## src/verilog/e1000_intr_pkg.sv

```systemverilog
`default_nettype none

package e1000_intr_pkg;

	localparam int NUM_CAUSES = 4;

	// Cause cell indices
	localparam int CAUSE_LSC = 0;
	localparam int CAUSE_PHYINT = 1;
	localparam int CAUSE_SDP6 = 2;
	localparam int CAUSE_SDP7 = 3;

	// ICR bit of each cause, by cell index
	localparam int CAUSE_ICR_BIT [NUM_CAUSES] = '{2, 12, 13, 14};

	typedef logic [NUM_CAUSES-1:0] cause_vec_t;

	// Software set/clear towards one cell
	typedef struct packed {
		logic set;
		logic clr;
	} cause_ctl_t;

	localparam int ITR_W = 16;  // Interval field of ITR

endpackage

`default_nettype wire

```

## src/verilog/e1000_reg_pkg.sv

```systemverilog
`default_nettype none

package e1000_reg_pkg;

	localparam int APB_ADDR_W = 16;
	localparam int REG_W = 32;

	// Register map, byte offsets
	localparam logic [APB_ADDR_W-1:0] CTRL_OFS   = 16'h0000;
	localparam logic [APB_ADDR_W-1:0] STATUS_OFS = 16'h0008;
	localparam logic [APB_ADDR_W-1:0] ICR_OFS    = 16'h00C0;
	localparam logic [APB_ADDR_W-1:0] ITR_OFS    = 16'h00C4;
	localparam logic [APB_ADDR_W-1:0] ICS_OFS    = 16'h00C8;
	localparam logic [APB_ADDR_W-1:0] IMS_OFS    = 16'h00D0;
	localparam logic [APB_ADDR_W-1:0] IMC_OFS    = 16'h00D8;

	localparam int CTRL_RST_BIT = 26;     // Device reset, self clearing
	localparam int CTRL_PHY_RST_BIT = 31;

	localparam int STATUS_FD_BIT = 0;
	localparam int STATUS_LU_BIT = 1;
	localparam int STATUS_SPEED_LSB = 6;  // 00 10M, 01 100M, 1x 1000M

	typedef struct packed {
		logic                  psel;
		logic                  penable;
		logic                  pwrite;
		logic [APB_ADDR_W-1:0] paddr;
		logic [REG_W-1:0]      pwdata;
	} apb_req_t;

	typedef struct packed {
		logic [REG_W-1:0] prdata;
		logic             pready;
		logic             pslverr;
	} apb_rsp_t;

	// Live PHY pins
	typedef struct packed {
		logic       duplex;
		logic       link_up;
		logic [1:0] speed;
	} phy_status_t;

endpackage

`default_nettype wire
```

## src/verilog/e1000_intr_top.sv

```systemverilog
`default_nettype none
`timescale 1ns/100ps

module e1000_intr_top #(
	parameter int ITR_TICK_CYCLES = 8
) (
	input  wire                              aclk,
	input  wire                              rst_i,
	input  wire e1000_reg_pkg::apb_req_t     apb_req_i,
	output e1000_reg_pkg::apb_rsp_t          apb_rsp_o,
	input  wire e1000_reg_pkg::phy_status_t  phy_status_i,
	input  wire                              phy_int_i,
	input  wire                              phy_lsc_i,
	input  wire                              sdp6_i,
	input  wire                              sdp7_i,
	output wire                              intr_request_o,
	output wire                              reset_request_o,
	output wire                              phy_reset_o
);

	wire e1000_intr_pkg::cause_vec_t cause_pins;
	wire e1000_intr_pkg::cause_vec_t pending;
	wire e1000_intr_pkg::cause_vec_t mask;
	wire [e1000_intr_pkg::ITR_W-1:0] itr;
	wire e1000_intr_pkg::cause_ctl_t [e1000_intr_pkg::NUM_CAUSES-1:0] cause_ctl;

	// Pins by cause index
	assign cause_pins[e1000_intr_pkg::CAUSE_LSC] = phy_lsc_i;
	assign cause_pins[e1000_intr_pkg::CAUSE_PHYINT] = phy_int_i;
	assign cause_pins[e1000_intr_pkg::CAUSE_SDP6] = sdp6_i;
	assign cause_pins[e1000_intr_pkg::CAUSE_SDP7] = sdp7_i;

	e1000_csr i_csr (
		.aclk            (aclk),
		.rst_i           (rst_i),
		.apb_req_i       (apb_req_i),
		.apb_rsp_o       (apb_rsp_o),
		.phy_status_i    (phy_status_i),
		.pending_i       (pending),
		.cause_ctl_o     (cause_ctl),
		.mask_o          (mask),
		.itr_o           (itr),
		.reset_request_o (reset_request_o),
		.phy_reset_o     (phy_reset_o)
	);

	for (genvar i = 0; i < e1000_intr_pkg::NUM_CAUSES; i++) begin : g_cause
		intr_cause_cell i_cell (
			.aclk      (aclk),
			.rst_i     (rst_i),
			.cause_i   (cause_pins[i]),
			.ctl_i     (cause_ctl[i]),
			.pending_o (pending[i])
		);
	end

	intr_throttle #(
		.ITR_TICK_CYCLES (ITR_TICK_CYCLES)
	) i_throttle (
		.aclk           (aclk),
		.rst_i          (rst_i),
		.pending_i      (pending),
		.mask_i         (mask),
		.itr_i          (itr),
		.intr_request_o (intr_request_o)
	);

endmodule

`default_nettype wire

```

## src/verilog/intr_throttle.sv

```systemverilog
`default_nettype none
`timescale 1ns/100ps

module intr_throttle #(
	parameter int ITR_TICK_CYCLES = 8   // Clock cycles per ITR unit
) (
	input  wire                               aclk,
	input  wire                               rst_i,
	input  wire e1000_intr_pkg::cause_vec_t   pending_i,
	input  wire e1000_intr_pkg::cause_vec_t   mask_i,
	input  wire [e1000_intr_pkg::ITR_W-1:0]   itr_i,
	output logic                              intr_request_o
);

	localparam int CNT_W = e1000_intr_pkg::ITR_W + $clog2(ITR_TICK_CYCLES + 1);

	logic             any_masked;
	logic [CNT_W-1:0] gap_load;
	logic [CNT_W-1:0] gap_cnt_q;
	logic             intr_q;

	assign any_masked = |(pending_i & mask_i);

	// Interval in clock cycles
	assign gap_load = CNT_W'(itr_i) * CNT_W'(ITR_TICK_CYCLES);

	always_ff @(posedge aclk) begin
		if (rst_i) begin
			intr_q <= 1'b0;
			gap_cnt_q <= '0;
		end else if (intr_q) begin
			if (!any_masked) begin
				intr_q <= 1'b0;
				gap_cnt_q <= gap_load;   // Start of quiet interval
			end
		end else if (gap_cnt_q != '0) begin
			gap_cnt_q <= gap_cnt_q - 1'b1;
		end else if (any_masked) begin
			intr_q <= 1'b1;
		end
	end

	assign intr_request_o = intr_q;

endmodule

`default_nettype wire

```

## src/verilog/intr_cause_cell.sv

```systemverilog
`default_nettype none
`timescale 1ns/100ps

module intr_cause_cell (
	input  wire                             aclk,
	input  wire                             rst_i,
	input  wire                             cause_i,   // Asynchronous pin
	input  wire e1000_intr_pkg::cause_ctl_t ctl_i,
	output logic                            pending_o
);

	logic [1:0] sync_q;
	logic       sync_d_q;
	logic       rise;

	// Edge on the synchronized level
	assign rise = sync_q[1] && !sync_d_q;

	always_ff @(posedge aclk) begin
		if (rst_i) begin
			sync_q <= '0;
			sync_d_q <= 1'b0;
		end else begin
			sync_q <= {sync_q[0], cause_i};
			sync_d_q <= sync_q[1];
		end
	end

	// Sticky pending, set beats clear
	always_ff @(posedge aclk) begin
		if (rst_i) begin
			pending_o <= 1'b0;
		end else if (rise || ctl_i.set) begin
			pending_o <= 1'b1;
		end else if (ctl_i.clr) begin
			pending_o <= 1'b0;
		end
	end

endmodule

`default_nettype wire

```

## src/verilog/e1000_csr.sv

```systemverilog
`default_nettype none
`timescale 1ns/100ps

module e1000_csr (
	input  wire                                                    aclk,
	input  wire                                                    rst_i,
	input  wire e1000_reg_pkg::apb_req_t                           apb_req_i,
	output e1000_reg_pkg::apb_rsp_t                                apb_rsp_o,
	input  wire e1000_reg_pkg::phy_status_t                        phy_status_i,
	input  wire e1000_intr_pkg::cause_vec_t                        pending_i,
	output e1000_intr_pkg::cause_ctl_t [e1000_intr_pkg::NUM_CAUSES-1:0] cause_ctl_o,
	output e1000_intr_pkg::cause_vec_t                             mask_o,
	output logic [e1000_intr_pkg::ITR_W-1:0]                       itr_o,
	output logic                                                   reset_request_o,
	output logic                                                   phy_reset_o
);

	localparam int REG_W = e1000_reg_pkg::REG_W;
	localparam int ITR_W = e1000_intr_pkg::ITR_W;
	localparam int NUM_CAUSES = e1000_intr_pkg::NUM_CAUSES;

	logic                       access;
	logic                       wr_en;
	logic                       rd_en;
	logic                       addr_hit;
	logic [REG_W-1:0]           rdata;
	logic [REG_W-1:0]           ctrl_word;
	logic [REG_W-1:0]           status_word;
	e1000_intr_pkg::cause_vec_t wr_causes;
	logic                       ctrl_rst_q;
	logic                       ctrl_phy_rst_q;
	e1000_intr_pkg::cause_vec_t mask_q;
	logic [ITR_W-1:0]           itr_q;

	// Cause vector to ICR bit layout
	function automatic logic [REG_W-1:0] to_icr(input e1000_intr_pkg::cause_vec_t v);
		logic [REG_W-1:0] w;
		w = '0;
		for (int i = 0; i < NUM_CAUSES; i++) begin
			w[e1000_intr_pkg::CAUSE_ICR_BIT[i]] = v[i];
		end
		return w;
	endfunction

	function automatic e1000_intr_pkg::cause_vec_t from_icr(input logic [REG_W-1:0] w);
		e1000_intr_pkg::cause_vec_t v;
		for (int i = 0; i < NUM_CAUSES; i++) begin
			v[i] = w[e1000_intr_pkg::CAUSE_ICR_BIT[i]];
		end
		return v;
	endfunction

	assign access = apb_req_i.psel && apb_req_i.penable;
	assign wr_en = access && apb_req_i.pwrite && addr_hit;
	assign rd_en = access && !apb_req_i.pwrite;
	assign wr_causes = from_icr(apb_req_i.pwdata);

	always_comb begin
		ctrl_word = '0;
		ctrl_word[e1000_reg_pkg::CTRL_RST_BIT] = ctrl_rst_q;
		ctrl_word[e1000_reg_pkg::CTRL_PHY_RST_BIT] = ctrl_phy_rst_q;
		status_word = '0;
		status_word[e1000_reg_pkg::STATUS_FD_BIT] = phy_status_i.duplex;
		status_word[e1000_reg_pkg::STATUS_LU_BIT] = phy_status_i.link_up;
		status_word[e1000_reg_pkg::STATUS_SPEED_LSB +: 2] = phy_status_i.speed;
	end

	// Read mux and address decode
	always_comb begin
		rdata = '0;
		addr_hit = 1'b1;
		case (apb_req_i.paddr)
			e1000_reg_pkg::CTRL_OFS:   rdata = ctrl_word;
			e1000_reg_pkg::STATUS_OFS: rdata = status_word;
			e1000_reg_pkg::ICR_OFS:    rdata = to_icr(pending_i);
			e1000_reg_pkg::ITR_OFS:    rdata = REG_W'(itr_q);
			e1000_reg_pkg::IMS_OFS:    rdata = to_icr(mask_q);
			e1000_reg_pkg::ICS_OFS,
			e1000_reg_pkg::IMC_OFS:    rdata = '0;   // Write only
			default:                   addr_hit = 1'b0;
		endcase
	end

	assign apb_rsp_o = '{prdata: rdata, pready: 1'b1, pslverr: access && !addr_hit};

	always_ff @(posedge aclk) begin
		if (rst_i) begin
			ctrl_rst_q <= 1'b0;
			ctrl_phy_rst_q <= 1'b0;
			mask_q <= '0;
			itr_q <= '0;
		end else begin
			// Only ever high for the cycle after the write
			ctrl_rst_q <= wr_en && apb_req_i.paddr == e1000_reg_pkg::CTRL_OFS &&
				apb_req_i.pwdata[e1000_reg_pkg::CTRL_RST_BIT];
			if (wr_en && apb_req_i.paddr == e1000_reg_pkg::CTRL_OFS) begin
				ctrl_phy_rst_q <= apb_req_i.pwdata[e1000_reg_pkg::CTRL_PHY_RST_BIT];
			end
			if (wr_en && apb_req_i.paddr == e1000_reg_pkg::IMS_OFS) begin
				mask_q <= mask_q | wr_causes;
			end else if (wr_en && apb_req_i.paddr == e1000_reg_pkg::IMC_OFS) begin
				mask_q <= mask_q & ~wr_causes;
			end
			if (wr_en && apb_req_i.paddr == e1000_reg_pkg::ITR_OFS) begin
				itr_q <= apb_req_i.pwdata[ITR_W-1:0];
			end
		end
	end

	// Per cell set/clear strobes
	always_comb begin
		for (int i = 0; i < NUM_CAUSES; i++) begin
			cause_ctl_o[i].set = wr_en && apb_req_i.paddr == e1000_reg_pkg::ICS_OFS &&
				wr_causes[i];
			// Read to clear, or write 1 to clear
			cause_ctl_o[i].clr = apb_req_i.paddr == e1000_reg_pkg::ICR_OFS &&
				(rd_en || (wr_en && wr_causes[i]));
		end
	end

	assign mask_o = mask_q;
	assign itr_o = itr_q;
	assign reset_request_o = ctrl_rst_q;
	assign phy_reset_o = ctrl_phy_rst_q || rst_i;

endmodule

`default_nettype wire

```

## config.mk

```make
export PLATFORM = sky130hd
export DESIGN_NAME = e1000_intr_top
export DESIGN_NICKNAME = d
export VERILOG_FILES = /design/src/verilog/e1000_intr_pkg.sv /design/src/verilog/e1000_reg_pkg.sv /design/src/verilog/e1000_intr_top.sv /design/src/verilog/intr_throttle.sv /design/src/verilog/intr_cause_cell.sv /design/src/verilog/e1000_csr.sv
export SDC_FILE = /design/constraint.sdc
export NUM_CORES = 1
export LEC_CHECK = 0
export ABC_AREA = 1
export BUFFER_PORTS_ARGS = -buffer_cell sky130_fd_sc_hd__buf_2
export CAP_MARGIN = 20
export CORE_MARGIN = 2
export CORE_UTILIZATION = 55
export DETAILED_ROUTE_END_ITERATION = 16
export GPL_TIMING_DRIVEN = 0
export MAX_ROUTING_LAYER = met4
export PLACE_DENSITY = 0.84
export SETUP_SLACK_MARGIN = 0.1
export SLEW_MARGIN = 20
export SYNTH_ARGS = -nofsm -noshare
export SYNTH_HDL_FRONTEND = slang
export SYNTH_SLANG_ARGS = --single-unit
```

## constraint.sdc

```tcl
create_clock -name aclk -period 2.2 [get_ports aclk]
set_input_delay 0.33 -clock aclk [delete_from_list [all_inputs] [get_ports aclk]]
set_output_delay 0.33 -clock aclk [all_outputs]
set_load 0.05 [all_outputs]
```

# Yosys cells after proc, flatten, opt, wreduce, memory -nomap -nowiden
# Cells that the tools add are included.
# totals
reg_bits	59
wordCells	101
inputBits	61
out_inout_bits	37
# classes
bitwise	4
n_eq_ne	7
muxes	18
n_addsub	1
n_reduce_logical	53
# op_table
op	count
32-bit case mux with 5 select lines	1
16-bit by 8-bit == test with 1-bit output, second input constant	5
20-bit 2-to-1 mux	3
1-bit logical AND	27
20-bit nonzero test	1
20-bit by 1-bit subtractor with 20-bit output, second input constant	1
16-bit by 4-bit == test with 1-bit output, second input constant	1
16-bit zero test	1
1-bit 2-to-1 mux	12
2-bit nonzero test	6
1-bit logical OR	9
4-bit AND	2
4-bit 2-to-1 mux	2
7-bit OR reduction	1
1-bit zero test	6
4-bit NOT	1
4-bit OR	1
4-bit OR reduction	1
2-bit inequality test, second input constant	1
2-bit AND reduction	1

# Longest topological paths before layout
# logic_depth
depth_word	9
depth_mapped	14
mapped_depth_nobuf	13

# Hierarchy
# Synthesis repeated with hierarchy kept, for this count alone.
# unflattened
cells_unflattened	600
hier_area_um2	3634.7
# by_module_without_submodules
mod	instances	area_each_um2	cells_per_inst	seq_area_each_um2
intr_throttle	1	1566.5	272	420.4
e1000_csr	1	1517.7	252	440.4
intr_cause_cell	4	137.6	19	80.1

# Least setup slack after synthesis
# No wires, ideal clock.
# synth_path
path_type	input to output
start	input apb_req_i[47] (netlist name)
end	output apb_rsp_o[8] (netlist name)
arrival_time_ns	2.040
n_path_buf	1
cell_stages	6
required_time_ns	1.870
setup_slack_ns	-0.170
cell_sequence	nor2_1 -> nand2_1 -> nor2_4 -> nand2_1 -> clkbuf_1 -> o21ai_0
# synth_rtl
item	line	source
from (decl)	e1000_intr_top.sv:9	input wire e1000_reg_pkg::apb_req_t apb_req_i,
to (decl)	e1000_intr_top.sv:10	output e1000_reg_pkg::apb_rsp_t apb_rsp_o,

==> results.py <==
metrics = {
    "run_status": {
        "outcome": "complete, no violations",
    },
    "clock_network": {
        "clock-sinks": 59,
        "clk_latency_ns": 0.33,
        "tritoncts": "built",
        "cts_buffers": 9,
        "cts.root.buffer_cell": "clkbuf_8",
        "cts_hold_buf": 0,
        "clockBufferDepth": 2,
        "clk_pin_slew_ns": 0.06,
        "htree_levels": 3,
    },
    "worst_setup_path": {
        "crit_start": "apb_req_i[37]",
        "endpoint_kind": "output pin",
        "r2r_cells": 10,
        "cp.arrival_ns": 1.69,
        "crit_end": "apb_rsp_o[4]",
        "r2r-end": "i_throttle.gap_cnt_q[14]",
        "crit_required_ns": 1.87,
        "crit_path_start_kind": "primary input",
        "worstReg2RegStart": "i_throttle.intr_request_o",
        "critical_path_class": "primary input to output pin",
        "cp_max_fo": 5,
        "worst-r2r-setup-slack_ns": 0.41,
    },
    "layout": {
        "multiInputGateArea_um2": 1670,
        "area_growth_pct": 22.1,
        "drive_gt1_share_pct": 24.8,
        "diodes": 0,
        "final_common_cell": "nand2_1",
        "fin_cells": 656,
        "final_cell_mix": "90 x nand2_1, 68 x buf_2, 64 x inv_1, 63 x nor2_1, 59 x dfxtp_1",
        "fin_nets": 639,
        "final-seq-area_um2": 1180,
        "fillers": 509,
    },
    "die": {
        "dieArea_um2": 6610,
        "start_util_pct": 56.2,
        "io_pins": 98,
        "die_h_um": 81.3,
        "fp-row-count": 28,
        "die_w_um": 81.3,
        "core_um2": 5850,
    },
    "timing": {
        "setup_slack_ns": 0.183,
        "hold_ws_ns": 0.199,
        "post-route-period-util_pct": 91.7,
        "final.setup.tns_ns": 0,
        "slew_headroom_pct": 57.9,
        "finalCriticalPeriod_ns": 2.02,
        "rsz0062_at_grt": "false",
        "final-setup-viol-count": 0,
        "worst_pin_slew_ns": 0.632,
        "hold_viol": 0,
        "fin_skew_ns": 0.00854,
        "slew_violations": 0,
        "max_freq_ghz": 0.496,
    },
    "global_route": {
        "grt.busiest_layer": "met2",
        "globalRouteMet3Util_pct": 5.33,
        "antenna_found_initial": 0,
        "grt_use_met2_pct": 48.4,
        "grt_pass1_vias": 3168,
        "grt_first_pass_wirelength_um": 13600,
        "grt-ovfl-total": 0,
        "use_met1_pct": 30.0,
        "grt_max_degree": 11,
        "grt_usage_pct": 27.3,
    },
    "routing": {
        "firstDrtPassIters": 5,
        "antenna_left": 0,
        "route.detailed.drc": 0,
        "wl_per_cell_um": 12.5,
        "drt_iter0_drc": 232,
        "num_vias": 3377,
        "viasPerCell": 5.15,
        "detail_route.wirelength_um": 8200,
    },
    "synth": {
        "synth.distinct_cells": 37,
        "synth-warning-count": 0,
        "ys_seq_area_share_pct": 35.9,
        "synth_area_um2": 3290,
        "synth_edf_count": 0,
        "synthCells": 482,
        "syn_avg_cell_area_um2": 6.82,
        "yosys.area.top_type_share_pct": 35.9,
        "async_flop_share_pct": 0,
        "synth.area.top_cells": "dfxtp_1 36%, nand2_1 10%, inv_1 7.3%",
        "ys_ff_latch": 59,
        "synth_top_cell_by_area": "dfxtp_1",
        "synth_flop_cell": "dfxtp_1",
    },
    "job": {
        "drv_cap": 0,
    },
    "place": {
        "pre_cts_slack_ns": 0.156,
        "hpwl_um": 6130,
        "io_buffers": 68,
        "dp.cells": 638,
        "place_congestion": 0.923,
    },
    "power": {
        "p_leak_nw": 1.83,
        "irDropWorstVdd_mv": 0.619,
        "power_density_nw_per_um2": 1000,
        "finalPower_mw": 4.02,
    },
    "min_path": {
        "hold_class": "primary input to register",
    },
}
[Yosys cell counts, types with 7 or more instances]
master and count:
a21oi_1 36, buf_4 15, clkbuf_1 7, dfxtp_1 59, inv_1 64, nand2_1 91
nand3_1 16, nand4_1 7, nor2_1 64, o21ai_0 22, o21ai_1 19, xor2_1 7
[cells by family after synthesis]
family	after synthesis	share of synthesized area (%)
other cells	2	0.229
xor+xnor	9	2.40
fa+ha+maj	2	0.761
compound gates	101	17.2
simple gates	208	28.7
flops	59	35.9
buf+inv	101	14.8
[layer usage]
| layer | wire length [um] | up-vias |
|---|---|---|
| met5 | 0 | - |
| met4 | 206 | 0 |
| met3 | 525 | 24 |
| met2 | 4120 | 128 |
| met1 | 3350 | 1523 |
| li1 | - | 1702 |
[state kept, by name, summed over array words and instances, names as in the netlist, named ones only]
signal                     cells
g_cause.i_cell.sync_d_q        4
i_throttle.intr_request_o      1
i_csr.ctrl_phy_rst_q           1
g_cause.i_cell.sync_q          8
i_throttle.gap_cnt_q          20
g_cause.i_cell.pending_o       4
i_csr.itr_o                   16
i_csr.reset_request_o          1
[repair_timing]
action,4_1_cts,5_1_grt
setup buffers,0,2
gates resized for setup,0,9
setup endpoints to repair,0,6
[cell type report]
class	count	share of cell area, %
plain buffers	33	5.77
clock buffers	12	4.12
clock inverters	4	1.18
inverters	68	6.36
multi-input cells	335	41.7
flip-flops and latches	59	29.4
well taps	75	2.34
repair buffers	70	9.11
[how the worst min path moves through the flow]
stage,start,to,slack [ns],depth (start not counted)
global placement,g_cause[0].i_cell.sync_q[0],g_cause[0].i_cell.sync_q[1],0.39,2
floorplan,g_cause[0].i_cell.sync_q[0],g_cause[0].i_cell.sync_q[1],0.39,2
global route,sdp6_i,g_cause[2].i_cell.sync_q[0],0.20,3
finish,sdp6_i,g_cause[2].i_cell.sync_q[0],0.20,3
CTS,sdp6_i,g_cause[2].i_cell.sync_q[0],0.19,3
detailed placement,g_cause[1].i_cell.sync_q[0],g_cause[1].i_cell.sync_q[1],0.39,2
[stage by stage]
step	utilization, %	instance area [um^2]
detailed placement	64.4	3770
finish	68.6	4010
floorplan	-	3330
CTS	68.0	3980
global placement	64.4	3770
global route	68.6	4010
[critical path: stages]
cell and delay [ns]:
buf_2 0.10, nor2_1 0.15, nand2_1 0.11, nor2_1 0.13, nand2_1 0.15, inv_1 0.21, nand2_1 0.11, o221ai_1 0.11
clkbuf_4 0.28
[report_power, final]
part           internal, mW  switching (mW)  leakage [nW]
Combinational         0.609           0.960          1.24
Sequential             1.25           0.160         0.481
Clock                 0.612           0.432         0.108
(Power assumes the default switching activity.)
